[config.mk]
export PLATFORM = sky130hd
export DESIGN_NAME = TryPadSwTop
export DESIGN_NICKNAME = d
export VERILOG_FILES = /design/src/hw/TryPadPkg.sv /design/src/hw/SwInputStage.sv /design/src/hw/SwChannel.sv /design/src/hw/SwCsr.sv /design/src/hw/TryPadSwTop.sv
export SDC_FILE = /design/constraint.sdc
export NUM_CORES = 1
export LEC_CHECK = 0
export BUFFER_PORTS_ARGS = -buffer_cell sky130_fd_sc_hd__buf_2
export CAP_MARGIN = 20
export CORE_AREA = 3 3 172 174
export DETAILED_ROUTE_END_ITERATION = 8
export DIE_AREA = 0 0 175 177
export PLACE_DENSITY_LB_ADDON = 0.3
export SLEW_MARGIN = 20
export SYNTH_ARGS = -nofsm -noshare
export SYNTH_HDL_FRONTEND = slang
export SYNTH_HIERARCHICAL = 1
export SYNTH_SLANG_ARGS = --single-unit
[constraint.sdc]
create_clock -name iMCLK -period 2.85 [get_ports iMCLK]
set_input_delay 0 -clock iMCLK [delete_from_list [all_inputs] [get_ports iMCLK]]
set_output_delay 0 -clock iMCLK [all_outputs]
set_load 0.02 [all_outputs]
[src/hw/TryPadPkg.sv]
//--------------------------------------------------------------------
// Shared types and constants for the game-pad push-switch path.
// Holds the APB request/response structs, the per-switch event
// struct, the register map of the switch CSR block and its reset
// values. Imported by wildcard in the module headers that need it.
//--------------------------------------------------------------------
package TryPadPkg;

	//----------------------------------------------------------------------
	// APB bus
	//----------------------------------------------------------------------
	// Master to slave, 42 bits
	typedef struct packed {
		logic			psel;
		logic			penable;
		logic			pwrite;
		logic [6:0]		paddr;		// Byte address
		logic [31:0]	pwdata;
	} apbReq_t;

	// Slave to master, 34 bits
	typedef struct packed {
		logic [31:0]	prdata;
		logic			pready;
		logic			pslverr;
	} apbRsp_t;

	//----------------------------------------------------------------------
	// Switch channel
	//----------------------------------------------------------------------
	// One debounced switch as seen by the CSR block
	typedef struct packed {
		logic	level;		// Stable level
		logic	press;		// One-cycle pulse on rising level
		logic	longPress;	// One-cycle pulse at hold threshold
	} swEvent_t;

	//----------------------------------------------------------------------
	// Register map
	//----------------------------------------------------------------------
	localparam logic [6:0] lpRegId		= 7'h00;	// Version and custom code
	localparam logic [6:0] lpRegLevel	= 7'h04;	// Debounced levels
	localparam logic [6:0] lpRegPress	= 7'h08;	// Sticky press, W1C
	localparam logic [6:0] lpRegLong	= 7'h0C;	// Sticky long press, W1C
	localparam logic [6:0] lpRegIrqMask	= 7'h10;	// Press mask low, long mask high
	localparam logic [6:0] lpRegLongTh	= 7'h14;	// Long-press threshold in ticks

	// Threshold after reset, in sample ticks
	localparam logic [7:0] lpLongThReset = 8'd16;

	// Equal samples needed before a new level is taken
	localparam int unsigned lpStableTicks = 3;

endpackage

[src/hw/SwInputStage.sv]
//--------------------------------------------------------------------
// Front end of the switch path. Brings the raw push switches into
// the iMCLK domain through a double flop and makes the common
// sample tick shared by every debounce channel.
//--------------------------------------------------------------------
module SwInputStage #(
	parameter int pSwNum	= 12,
	parameter int pTickDiv	= 64
)(
	input  logic				iMCLK,
	input  logic				qnARST,
	input  logic [pSwNum-1:0]	iPushSw,
	output logic [pSwNum-1:0]	swSync,
	output logic				sampleTick
);

	// Prescaler width, at least one bit
	localparam int lpCntW = (pTickDiv > 1) ? $clog2(pTickDiv) : 1;

	logic [pSwNum-1:0]	rMeta;
	logic [lpCntW-1:0]	rTickCnt;

	//----------------------------------------------------------------------
	// Synchroniser
	//----------------------------------------------------------------------
	always_ff @(posedge iMCLK, negedge qnARST)
	begin
		if (!qnARST)
		begin
			rMeta	<= '0;
			swSync	<= '0;
		end
		else
		begin
			// First stage may go metastable
			rMeta	<= iPushSw;
			swSync	<= rMeta;
		end
	end

	//----------------------------------------------------------------------
	// Sample tick prescaler
	//----------------------------------------------------------------------
	always_ff @(posedge iMCLK, negedge qnARST)
	begin
		if (!qnARST)
		begin
			rTickCnt	<= '0;
			sampleTick	<= 1'b0;
		end
		else
		begin
			// Down count, reload on zero
			if (rTickCnt == '0)
				rTickCnt <= lpCntW'(pTickDiv - 1);
			else
				rTickCnt <= rTickCnt - 1'b1;
			// One pulse per pTickDiv cycles
			sampleTick <= (rTickCnt == '0);
		end
	end

endmodule

[src/hw/SwChannel.sv]
//--------------------------------------------------------------------
// Debounce channel for a single push switch. Samples the
// synchronised input on each sample tick, accepts a new level after
// lpStableTicks equal samples, and reports press and long-press
// pulses. One copy per switch, placed by the top level.
//--------------------------------------------------------------------
module SwChannel
	import TryPadPkg::*;
(
	input  logic		iMCLK,
	input  logic		qnARST,
	input  logic		swIn,
	input  logic		sampleTick,
	input  logic [7:0]	longTh,
	output swEvent_t	chEvent
);

	// Counter for samples that differ from the level
	localparam int lpCntW = $clog2(lpStableTicks + 1);

	logic				rLevel;
	logic [lpCntW-1:0]	rStableCnt;
	logic				rPress;
	logic [7:0]			rHoldCnt;
	logic				rLong;
	logic				wAccept;
	logic				wLongHit;

	// Last differing sample before the level flips
	assign wAccept = sampleTick && (swIn != rLevel)
		&& (rStableCnt == lpCntW'(lpStableTicks - 1));

	// Held exactly longTh ticks, zero threshold disables
	assign wLongHit = sampleTick && rLevel && (longTh != 8'd0)
		&& (rHoldCnt == longTh - 8'd1);

	//----------------------------------------------------------------------
	// Debounce and press pulse
	//----------------------------------------------------------------------
	always_ff @(posedge iMCLK, negedge qnARST)
	begin
		if (!qnARST)
		begin
			rLevel		<= 1'b0;
			rStableCnt	<= '0;
			rPress		<= 1'b0;
		end
		else
		begin
			// Rising acceptance only
			rPress <= wAccept && swIn;
			if (sampleTick)
			begin
				if (swIn == rLevel)
					rStableCnt <= '0;
				else if (wAccept)
				begin
					rLevel		<= swIn;
					rStableCnt	<= '0;
				end
				else
					rStableCnt <= rStableCnt + 1'b1;
			end
		end
	end

	//----------------------------------------------------------------------
	// Hold counter and long-press pulse
	//----------------------------------------------------------------------
	always_ff @(posedge iMCLK, negedge qnARST)
	begin
		if (!qnARST)
		begin
			rHoldCnt	<= '0;
			rLong		<= 1'b0;
		end
		else
		begin
			rLong <= wLongHit;
			// Saturate so the hit cannot repeat
			if (!rLevel)
				rHoldCnt <= '0;
			else if (sampleTick && (rHoldCnt != 8'hFF))
				rHoldCnt <= rHoldCnt + 8'd1;
		end
	end

	assign chEvent.level		= rLevel;
	assign chEvent.press		= rPress;
	assign chEvent.longPress	= rLong;

endmodule

[src/hw/SwCsr.sv]
//--------------------------------------------------------------------
// APB register block of the switch path. Collects the events of all
// channels into level, sticky press and sticky long-press registers,
// holds the interrupt mask and the long-press threshold, and drives
// the registered interrupt. Zero wait state slave.
//--------------------------------------------------------------------
module SwCsr
	import TryPadPkg::*;
#(
	parameter int			pSwNum			= 12,
	parameter logic [15:0]	pSystemVersion	= 16'h0001,
	parameter logic [15:0]	pCustomCode		= 16'h5450
)(
	input  logic		iMCLK,
	input  logic		qnARST,
	input  swEvent_t	events [pSwNum],
	input  apbReq_t		apbReq,
	output apbRsp_t		apbRsp,
	output logic [7:0]	longTh,
	output logic		oIrq
);

	logic [pSwNum-1:0]		wEvLevel;
	logic [pSwNum-1:0]		wEvPress;
	logic [pSwNum-1:0]		wEvLong;
	logic [pSwNum-1:0]		rLevel;
	logic [pSwNum-1:0]		rPressFlag;
	logic [pSwNum-1:0]		rLongFlag;
	logic [2*pSwNum-1:0]	rIrqMask;
	logic [7:0]				rLongTh;
	logic [31:0]			rPrdata;
	logic					rPslverr;
	logic [31:0]			wRdData;
	logic					wUnmapped;
	logic					wSetup;
	logic					wWrEn;
	logic [pSwNum-1:0]		wPressClr;
	logic [pSwNum-1:0]		wLongClr;

	// Split the event array into vectors
	always_comb
	begin
		for (int i = 0; i < pSwNum; i++)
		begin
			wEvLevel[i]	= events[i].level;
			wEvPress[i]	= events[i].press;
			wEvLong[i]	= events[i].longPress;
		end
	end

	//----------------------------------------------------------------------
	// APB decode
	//----------------------------------------------------------------------
	assign wSetup	= apbReq.psel && !apbReq.penable;
	// Writes land at the end of the access cycle
	assign wWrEn	= apbReq.psel && apbReq.penable && apbReq.pwrite;

	always_comb
	begin
		wRdData		= '0;
		wUnmapped	= 1'b0;
		case (apbReq.paddr)
			lpRegId:		wRdData = {pSystemVersion, pCustomCode};
			lpRegLevel:		wRdData = 32'(rLevel);
			lpRegPress:		wRdData = 32'(rPressFlag);
			lpRegLong:		wRdData = 32'(rLongFlag);
			lpRegIrqMask:	wRdData = 32'(rIrqMask);
			lpRegLongTh:	wRdData = 32'(rLongTh);
			default:		wUnmapped = 1'b1;
		endcase
	end

	// Write-one-to-clear masks
	assign wPressClr = (wWrEn && (apbReq.paddr == lpRegPress))
		? apbReq.pwdata[pSwNum-1:0] : '0;
	assign wLongClr = (wWrEn && (apbReq.paddr == lpRegLong))
		? apbReq.pwdata[pSwNum-1:0] : '0;

	//----------------------------------------------------------------------
	// Response, captured in setup for the access cycle
	//----------------------------------------------------------------------
	always_ff @(posedge iMCLK, negedge qnARST)
	begin
		if (!qnARST)
		begin
			rPrdata		<= '0;
			rPslverr	<= 1'b0;
		end
		else
		begin
			rPrdata		<= (wSetup && !apbReq.pwrite) ? wRdData : '0;
			rPslverr	<= wSetup && wUnmapped;
		end
	end

	//----------------------------------------------------------------------
	// Registers
	//----------------------------------------------------------------------
	always_ff @(posedge iMCLK, negedge qnARST)
	begin
		if (!qnARST)
		begin
			rLevel		<= '0;
			rPressFlag	<= '0;
			rLongFlag	<= '0;
			rIrqMask	<= '0;
			rLongTh		<= lpLongThReset;
			oIrq		<= 1'b0;
		end
		else
		begin
			rLevel <= wEvLevel;
			// New event wins over a clear in the same cycle
			rPressFlag	<= (rPressFlag & ~wPressClr) | wEvPress;
			rLongFlag	<= (rLongFlag & ~wLongClr) | wEvLong;
			if (wWrEn && (apbReq.paddr == lpRegIrqMask))
				rIrqMask <= apbReq.pwdata[2*pSwNum-1:0];
			if (wWrEn && (apbReq.paddr == lpRegLongTh))
				rLongTh <= apbReq.pwdata[7:0];
			// Long-press mask sits above press mask
			oIrq <= |({rLongFlag, rPressFlag} & rIrqMask);
		end
	end

	assign apbRsp.prdata	= rPrdata;
	assign apbRsp.pready	= 1'b1;
	assign apbRsp.pslverr	= rPslverr;
	assign longTh			= rLongTh;

endmodule

[src/hw/TryPadSwTop.sv]
//--------------------------------------------------------------------
// Top level of the push-switch path. Sets the switch count, tick
// divider and identification, then wires the input stage, one
// debounce channel per switch and the APB register block.
//--------------------------------------------------------------------
module TryPadSwTop
	import TryPadPkg::*;
#(
	parameter int			pSwNum			= 12,
	parameter int			pTickDiv		= 64,
	parameter logic [15:0]	pSystemVersion	= 16'h0001,
	parameter logic [15:0]	pCustomCode		= 16'h5450
)(
	input  logic				iMCLK,
	input  logic				qnARST,
	input  logic [pSwNum-1:0]	iPushSw,
	input  apbReq_t				apbReq,
	output apbRsp_t				apbRsp,
	output logic				oIrq
);

	logic [pSwNum-1:0]	swSync;
	logic				sampleTick;
	logic [7:0]			longTh;
	swEvent_t			chEvents [pSwNum];

	// Synchroniser and shared tick
	SwInputStage #(
		.pSwNum(pSwNum),
		.pTickDiv(pTickDiv)
	) SwInputStage_inst (
		.iMCLK(iMCLK),			.qnARST(qnARST),
		.iPushSw(iPushSw),		.swSync(swSync),
		.sampleTick(sampleTick)
	);

	//----------------------------------------------------------------------
	// One debounce channel per switch
	//----------------------------------------------------------------------
	for (genvar i = 0; i < pSwNum; i++)
	begin : gChannel
		SwChannel SwChannel_inst (
			.iMCLK(iMCLK),				.qnARST(qnARST),
			.swIn(swSync[i]),			.sampleTick(sampleTick),
			.longTh(longTh),			.chEvent(chEvents[i])
		);
	end

	// CPU side registers
	SwCsr #(
		.pSwNum(pSwNum),
		.pSystemVersion(pSystemVersion),
		.pCustomCode(pCustomCode)
	) SwCsr_inst (
		.iMCLK(iMCLK),			.qnARST(qnARST),
		.events(chEvents),
		.apbReq(apbReq),		.apbRsp(apbRsp),
		.longTh(longTh),		.oIrq(oIrq)
	);

endmodule

### After elaboration in Yosys (flattened, before gate mapping)

Index checks and enable logic that the tools add are counted.

* muxes and demuxes: 54
* $add $sub $neg: 26
* bitwise gates (word level): 19
* eq/ne operators: 77
* reductions and logical operators: 112

Operator list (number)
* 8-bit 2-to-1 mux: 24
* 24-bit case mux with 6 select lines: 1
* 8-bit by 1-bit adder with 8-bit output (second input constant): 12
* 8-bit equality test: 12
* 8-bit inequality test (second input constant): 12
* 1-bit logical AND: 93
* 2-bit 2-to-1 mux: 24
* 3-bit AND reduction: 12
* 2-bit by 1-bit adder with 2-bit output (second input constant): 12
* 12-bit AND: 2
* 24-bit AND: 1
* 2-bit equality test (second input constant): 12
* 12-bit 2-to-1 mux: 2
* 24-bit 2-to-1 mux: 1
* 2-bit inequality test (second input constant): 12
* 12-bit NOT: 2
* 12-bit OR: 2
* 24-bit OR reduction: 1
* 7-bit by 4-bit equality test with 1-bit output (second input constant): 2
* 7-bit by 5-bit equality test with 1-bit output (second input constant): 2
* 1-bit equality test: 12
* 1-bit inequality test: 12
* 1-bit NOT: 12
* 8-bit nonzero test: 1
* 9 further kinds: 10

* bits of input ports: 56
* flip-flop bits (word level): 289
* logic and storage cells: 360
* output and inout bits: 35

### Longest topological paths before layout

Gate-level depths: netlist of the first run.

* word-level depth: 7
* depth in mapped cells: 6

### Cells and area by module

The synthesis of the first run kept the hierarchy.

By module, submodules not included
* SwChannel: area each 883.3 um^2, cells each 98, instances 12, seq. area each 325.3 um^2
* SwCsr: area each 3932.5 um^2, cells each 313, instances 1, seq. area each 2353.5 um^2
* SwInputStage: area each 908.4 um^2, cells each 51, instances 1, seq. area each 775.7 um^2

### Least setup slack after synthesis of the first run

OpenSTA, ideal clock, no wires.

* path type: register -> register
* start: reg SwCsr_inst.rLongTh[7], in the netlist SwCsr_inst/longTh[7]
* end: reg gChannel[0].SwChannel_inst.rLong
* period minus slack after synthesis: 2344 ps
* slack: 506 ps
* setup time: 101 ps
* required time: 2749 ps
* data arrival time: 2243 ps
* buffers on the path: 0
* cell stages (with the launch flop): 6
* path through: dfrtp_1 xnor2_2 or4b_1 a21oi_1 nor3_1 nor4_1

* word-level cells in the longest chain between the ends: 3
* elaborated cells between the ends (all ways): 5
* classes of those cells: 1 x add/sub; 1 x eq/ne; 3 x reduce/logical

Ends and longest elaborated chain
* from (decl): RTL line SwCsr.sv:30 `logic [7:0] rLongTh;`
* from (signal assigned): RTL line SwCsr.sv:107 `rLongTh <= lpLongThReset;`
* from (signal assigned): RTL line SwCsr.sv:119 `rLongTh <= apbReq.pwdata[7:0];`
* 8-bit by 1-bit subtractor with 8-bit output or 8-bit nonzero test (tied branches): RTL line SwChannel.sv:35, SwChannel.sv:34
* 8-bit equality test or 1-bit logical AND (tied branches): RTL line SwChannel.sv:35, SwChannel.sv:34
* 1-bit logical AND (*): RTL line SwChannel.sv:35 `&& (rHoldCnt == longTh - 8'd1);`
* named net gChannel[0].SwChannel_inst.wLongHit: RTL line SwChannel.sv:27 `logic wLongHit;`
* to (signal assigned): RTL line SwChannel.sv:79 `rLong <= wLongHit;`
* to (decl): RTL line SwChannel.sv:25 `logic rLong;`

The timed path passes the listed nets; every way through them passes the cells marked *.
A chain may end at the register's enable or synchronous reset.

### Worst setup path in the final report of the first run

* start: reg SwCsr_inst.rLongTh[6], in the netlist SwCsr_inst/longTh[6]
* end: reg gChannel[8].SwChannel_inst.rLong

* word-level cells in the longest chain between the ends: 3
* elaborated cells between the ends (all ways): 5
* classes of those cells: 1 x add/sub; 1 x eq/ne; 3 x reduce/logical

Ends and longest elaborated chain (RTL line)
* 8-bit by 1-bit subtractor with 8-bit output or 8-bit nonzero test (tied branches): SwChannel.sv:35, SwChannel.sv:34
* 8-bit equality test or 1-bit logical AND (tied branches): SwChannel.sv:35, SwChannel.sv:34
* 1-bit logical AND (*): SwChannel.sv:35
* named net gChannel[8].SwChannel_inst.wLongHit: SwChannel.sv:27
* to (signal assigned): SwChannel.sv:79
* to (decl): SwChannel.sv:25

Marks and branches as above.

==> results of run 1 <==
## layer usage
layer	wire, um	GRT usage, %	up-vias
li1	-	-	5646
met1	15800	31.2	5901
met2	17300	39.3	396
met3	2060	3.22	82
met4	1080	8.34	0
met5	0	0	-
## synthesized netlist by cell type, types with 13 or more instances
master / n
nand2b_1: 25
a22oi_1: 16
ha_1: 38
buf_6: 14
nand3_1: 124
buf_4: 46
nor3b_1: 14
a41oi_1: 13
clkbuf_1: 30
nand3b_1: 13
xor2_1: 96
inv_1: 71
a21oi_1: 89
a21o_1: 24
nor3_1: 63
xnor2_1: 51
mux2i_1: 14
o21ai_0: 24
a211o_1: 13
nand2_1: 96
nor2_1: 87
mux2_2: 57
and3_1: 24
nand4_1: 28
nor4_1: 26
dfrtp_1: 280
## how the worst min path moves through the flow
stage | cells after the start | start | end | slack (ns)
2_1_floorplan | 0 | qnARST | SwCsr_inst/longTh[0] | -0.30
3_3_place_gp | 1 | qnARST | SwInputStage_inst/rMeta[5] | 0.05
3_5_place_dp | 1 | qnARST | SwInputStage_inst/rMeta[5] | 0.05
4_1_cts | 3 | apbReq[34] | SwCsr_inst/rPrdata[2] | 0.02
5_1_grt | 3 | apbReq[34] | SwCsr_inst/rPrdata[2] | 0.06
6_report | 2 | qnARST | SwInputStage_inst/rMeta[5] | 0.04
## worst max-delay path, stage by stage, from the launching register on
cell	delay, ns
dfrtp_2	0.62
buf_4	0.32
or4b_1	0.54
a21oi_1	0.17
nor3_1	0.06
nor4_1	0.32
## per-stage QoR
stage                     cells  hold slack (ns)  setup slack [ns]
after floorplan            1547           -0.296             0.506
after global placement     1938           0.0517             0.749
after detailed placement   1938           0.0512             0.695
after CTS                  2039           0.0210             0.679
after global routing       2039           0.0625             0.513
final                      2039           0.0406             0.657
## cells in the final DEF, fill, tap and decap left out, types with 25 or more instances in the layout
master and n:
ha_1 38, nand3_1 124, nor4_1 25, clkbuf_16 31, inv_1 71, nand2b_1 25
nand4_1 28, nor3_1 63, mux2_2 57, nand2_1 96, dfrtp_1 274, xor2_1 96
nor2_1 87, buf_4 28, xnor2_1 51, buf_2 72, a21oi_1 89, dlygate4sd3_1 43
## state kept, by name, summed over array words and instances (netlist names), 24 cells and up
signal	count
SwCsr_inst/rIrqMask	24
SwCsr_inst/rPrdata	24
gChannel.SwChannel_inst/rHoldCnt	96
gChannel.SwChannel_inst/rStableCnt	24
## power breakdown
group	switching [mW]	total (mW)	leakage, nW	internal [mW]
sequential	0.0395	4.07	3.81	4.03
combinational	0.357	0.622	3.98	0.265
clock	1.65	4.45	0.573	2.80
## final cells by class
class | count | area share, %
Tap cell | 378 | 2.68
Multi-Input combinational cell | 1100 | 42.7
Inverter | 71 | 1.51
Clock buffer | 39 | 4.97
Clock inverter | 19 | 1.60
Timing Repair Buffer | 151 | 6.56
Sequential cell | 281 | 40.0
## logic make-up after synthesis
family | synth area share (%)
mux | 5.06
compound gates | 10.8
xor+xnor | 9.60
simple gates | 20.0
buf+inv | 5.87
fa+ha+maj | 3.08
flops | 45.5
other cells | 0.0486
## repair_timing
item | 4_1_cts | 5_1_grt
endpoints found under the setup margin | 0 | 0
setup buffers | 0 | 0
resized for setup | 0 | 0
hold buffers | 43 | 0
hold endpoints to repair | 257 | 0
==> impl_metrics.tcl, run 1 <==
set metrics [dict create \
    tightest_slew_ns 0.757 \
    endpoint "gChannel[8].SwChannel_inst/rLong" \
    cts-htree-levels 1 \
    rsz0062_at_grt "false" \
    synthFlopType "dfrtp_1" \
    cp-start-kind "register" \
    remaining_drc_errors 0 \
    track_usage_pct 23.4 \
    fin_area_um2 17600 \
    p_per_area_nw_per_um2 519 \
    max_freq_mhz 456 \
    setup_violations 0 \
    die-area_um2 31000 \
    yosysSeqAreaShare_pct 45.5 \
    grt_pass1_vias 12000 \
    crit_required_ns 3.29 \
    clock_sink_count 281 \
    async_flop_share_pct 100 \
    p_total_mw 9.15 \
    syn_area_per_cell_um2 10.0 \
    synth_top_area_share_pct 45.4 \
    drive_gt1_share_pct 14.9 \
    ios 91 \
    syn_inst 1540 \
    root_buffer "clkbuf_16" \
    yosys-top-cells-area "dfrtp_1 45%, xor2_1 5.4%, mux2_2 4.2%, nand3_1 4.0%, ha_1 3.1%" \
    path_max_fanout 24 \
    syn-cell-area_um2 15400 \
    crit_arrival_ns 2.63 \
    wl_per_cell_um 17.8 \
    cap_violations 0 \
    fillers 2259 \
    r2r_cells 5 \
    min_path_type "primary input to asynchronous set/reset pin" \
    vias 12000 \
    end_kind "register" \
    numPortBuffers 73 \
    clock_skew_ns 0.0106 \
    routed_wl_mm 36.3 \
    ys_ff_latch 281 \
    hpwlAfterDp_mm 23.7 \
    hold_viol_final 0 \
    grt_max_degree 84 \
    fin_crit_sh_pct 76.9 \
    register_area_um2 7050 \
    placed_area_um2 16000 \
    place.gp.congestion 0.874 \
    grt_pass1_wl_mm 60.0 \
    via_per_inst 5.90 \
    rows 61 \
    area_growth_syn_to_layout_pct 14.2 \
    start_util_pct 55.3 \
    regToRegSetupSlack_ns 0.66 \
    vdd_drop_max_v 0.000461 \
    synth-edff-count 0 \
    timing.rr.end "gChannel[8].SwChannel_inst/rLong" \
    coreArea_um2 27900 \
    firstDrtPassIters 5 \
    clk_pin_slew_worst_paths_ns 0.06 \
    yosysWarnings 6 \
    die_h_um 177 \
    die_w_um 175 \
    tns_ns 0 \
    cts_max_path_buffers 3 \
    layout.nets 1730 \
    cts_tree "done" \
    grt_remaining_overflow 0 \
    grt_antenna_before_repair 0 \
    ys_types 56 \
    run_status "completed" \
    min_period_ns 2.19 \
    slew_headroom_pct 49.1 \
    multi_input_area_um2 7530 \
    slew_violations 0 \
    diodes 0 \
    fin_util_pct 63.1 \
    p_leak_nw 8.36 \
    synth_top_cell_by_area "dfrtp_1" \
    crit_start "SwCsr_inst/longTh[6]" \
    cts_made_buffers 31 \
    ant_nets 0 \
    path_class "register to register" \
    drt_iter0_markers 1058 \
    r2r-start "SwCsr_inst/longTh[6]" \
    insertion_delay_ns 0.55 \
]
Power figures use the tool's default switching activity.
==> inputs of run 2 (changes only) <==
Settings changed: ABC_AREA set to 1, CORE_AREA 3 3 172 174 to 3 3 183 185, DIE_AREA 0 0 175 177 to 0 0 186 188.
Clock period 2.85 ns to 2.15 ns, I/O delays scaled along.
==> impl_metrics.tcl, run 2 <==
set metrics [dict create \
    ant_nets 0 \
    worst_hold_path.endpoint "SwCsr_inst/rPrdata[3]" \
    coreArea_um2 32200 \
    vias 15200 \
    place_ws_ns 0.385 \
    wl_met2_mm 19.9 \
    grt_antenna_before_repair 0 \
    p_total_mw 11.6 \
    ys_types 36 \
    critPathBufInv 4 \
    async_flop_share_pct 100 \
    run_status "completed" \
    final_cell_mix "575 x nand2_1, 327 x inv_1, 279 x dfrtp_1" \
    layout.nets 2539 \
    rows 66 \
    syn_area_per_cell_um2 7.66 \
    place.gp.congestion 0.877 \
    ios 91 \
    cp-start-kind "primary input" \
    yosysWarnings 6 \
    r2r_cells 10 \
    fin_crit_sh_pct 96.0 \
    cts-htree-levels 1 \
    yosysMostFrequentCell "nand2_1" \
    top_register "gChannel.SwChannel_inst/rHoldCnt" \
    routed_wl_mm 42.4 \
    r2r-start "SwCsr_inst/longTh[0]" \
    slew_violations 0 \
    diodes 0 \
    largest_reg_flops 96 \
    tns_ns 0 \
    worstHoldPathCells 7 \
    synth_top_cell_by_area "dfrtp_1" \
    crit_required_ns 2.60 \
    regToRegSetupSlack_ns 0.28 \
    final.setup.worst_slack_ns 0.0867 \
    die-area_um2 35000 \
    met1Wirelength_mm 18.7 \
    hpwlAfterDp_mm 28.5 \
    grt_pass1_vias 14700 \
    min_path_type "primary input to register" \
    crit_family "buffers and inverters" \
    clock_sink_count 281 \
    synthFlopType "dfrtp_1" \
    crit_chain "buf_2 -> dlygate4sd3_1 -> nor2_2 -> nand2_2 -> dlygate4sd3_1 -> nor2_4 -> nor2_1 -> nand3_1 -> nor3_1 -> dlygate4sd3_1" \
    wl_per_cell_um 14.7 \
    crit_slowest_cell "dlygate4sd3_1" \
    synth_top_area_share_pct 39.8 \
    crit_arrival_ns 2.51 \
    grt_pass1_wl_mm 71.1 \
    p_leak_nw 10.7 \
    via_per_inst 5.29 \
    die_w_um 186 \
    syn_inst 2299 \
    clock_skew_ns 0.0128 \
    clk_pin_slew_worst_paths_ns 0.06 \
    p_per_area_nw_per_um2 578 \
    hp-start "apbReq[35]" \
    vdd_drop_max_v 0.000528 \
    grt_remaining_overflow 0 \
    cts_max_path_buffers 3 \
    grt_max_degree 72 \
    whs_ns 0.0375 \
    synth-edff-count 0 \
    layout_commonest_cell "nand2_1" \
    hold_viol_final 0 \
    area_growth_syn_to_layout_pct 14.2 \
    path_class "primary input to register" \
    ys_ff_latch 281 \
    drt_iter0_markers 1305 \
    remaining_drc_errors 0 \
    die_h_um 188 \
    max_freq_mhz 485 \
    start_util_pct 54.7 \
    firstDrtPassIters 6 \
    cp_common_cell "dlygate4sd3_1" \
    drive_gt1_share_pct 14.0 \
    yosys-top-cells-area "dfrtp_1 40%, nand2_1 12%, inv_1 7.0%, nand3_1 6.1%, nor2_1 5.3%" \
    cap_violations 0 \
    timing.rr.end "gChannel[6].SwChannel_inst/rLong" \
    insertion_delay_ns 0.57 \
    cts_made_buffers 31 \
    max_stage_delay_ns 0.61 \
    routed.top_layer "met4" \
    slew_headroom_pct 60.1 \
    setup_violations 0 \
    met3_length_mm 2.50 \
    synthTopCellsByCount "575 x nand2_1, 327 x inv_1, 280 x dfrtp_1, 247 x nor2_1, 216 x nand3_1" \
    min_period_ns 2.06 \
    track_usage_pct 24.4 \
    yosysSeqAreaShare_pct 40.0 \
    numPortBuffers 73 \
    tightest_slew_ns 0.598 \
    root_buffer "clkbuf_16" \
    cts_tree "done" \
    path_max_fanout 5 \
    syn-cell-area_um2 17600 \
    end_kind "register" \
]
## run 2: how the worst max path moves through the flow
stage | endpoint | from | depth (start not counted)
after floorplan | gChannel[0].SwChannel_inst/rLong | SwCsr_inst/longTh[0] | 9
after global placement | gChannel[8].SwChannel_inst/rLong | SwCsr_inst/longTh[0] | 8
after detailed placement | gChannel[8].SwChannel_inst/rLong | SwCsr_inst/longTh[0] | 8
after CTS | SwCsr_inst/longTh[1] | apbReq[36] | 10
after global routing | SwCsr_inst/rPslverr | apbReq[32] | 10
final | SwCsr_inst/rPslverr | apbReq[32] | 10
## run 2: layout make-up
| class | instances | area (um2) |
|---|---|---|
| clock buffers | 47 | 926 |
| clock inverters | 10 | 106 |
| fillers | 2746 | 12100 |
| inverters | 358 | 1350 |
| multi-input cells | 1598 | 8760 |
| flip-flops and latches | 281 | 7030 |
| well taps | 408 | 510 |
| repair buffers | 175 | 1420 |
## run 2: timing repair
action | in CTS | in global routing
hold endpoints to repair | 359 | 0
hold buffers | 58 | 0
setup endpoints to repair | 0 | 4
resized for setup | 0 | 2
buffers inserted | 0 | 3
## run 2: worst reg2reg max path: stages (launching register included)
cell and delay (ns):
dfrtp_1 0.37, buf_4 0.28, inv_1 0.15, ha_1 0.29, inv_1 0.10, nand2_1 0.05
nand3_1 0.08, nand3_1 0.11, a21oi_1 0.17, nand3_1 0.10, nor2_1 0.09
## run 2: logic make-up after synthesis
kind of cell	synth area share [%]
simple gates	34.1
other cells	0.0427
xor+xnor	4.78
compound gates	7.92
fa+ha+maj	2.70
buf+inv	10.5
flops	40.0
## run 2: power breakdown
group	total [mW]	switching, mW	internal (mW)
clock network	5.36	2.17	3.19
logic	0.858	0.552	0.306
registers	5.42	0.0593	5.36
## run 2: stage by stage
step | cell area, um2 | util, % | std cells
6_report | 20100 | 62.4 | 2877
3_5_place_dp | 18500 | 57.3 | 2758
4_1_cts | 20100 | 62.3 | 2873
3_3_place_gp | 18500 | 57.3 | 2758
5_1_grt | 20100 | 62.4 | 2877
2_1_floorplan | 17600 | - | 2306
## run 2: routing by layer
metal / vias to the layer above / global-route usage (%)
met3: 104 / 3.14
met1: 7136 / 33.8
met4: 0 / 7.76
met2: 451 / 40.1
met5: - / 0
li1: 7524 / -
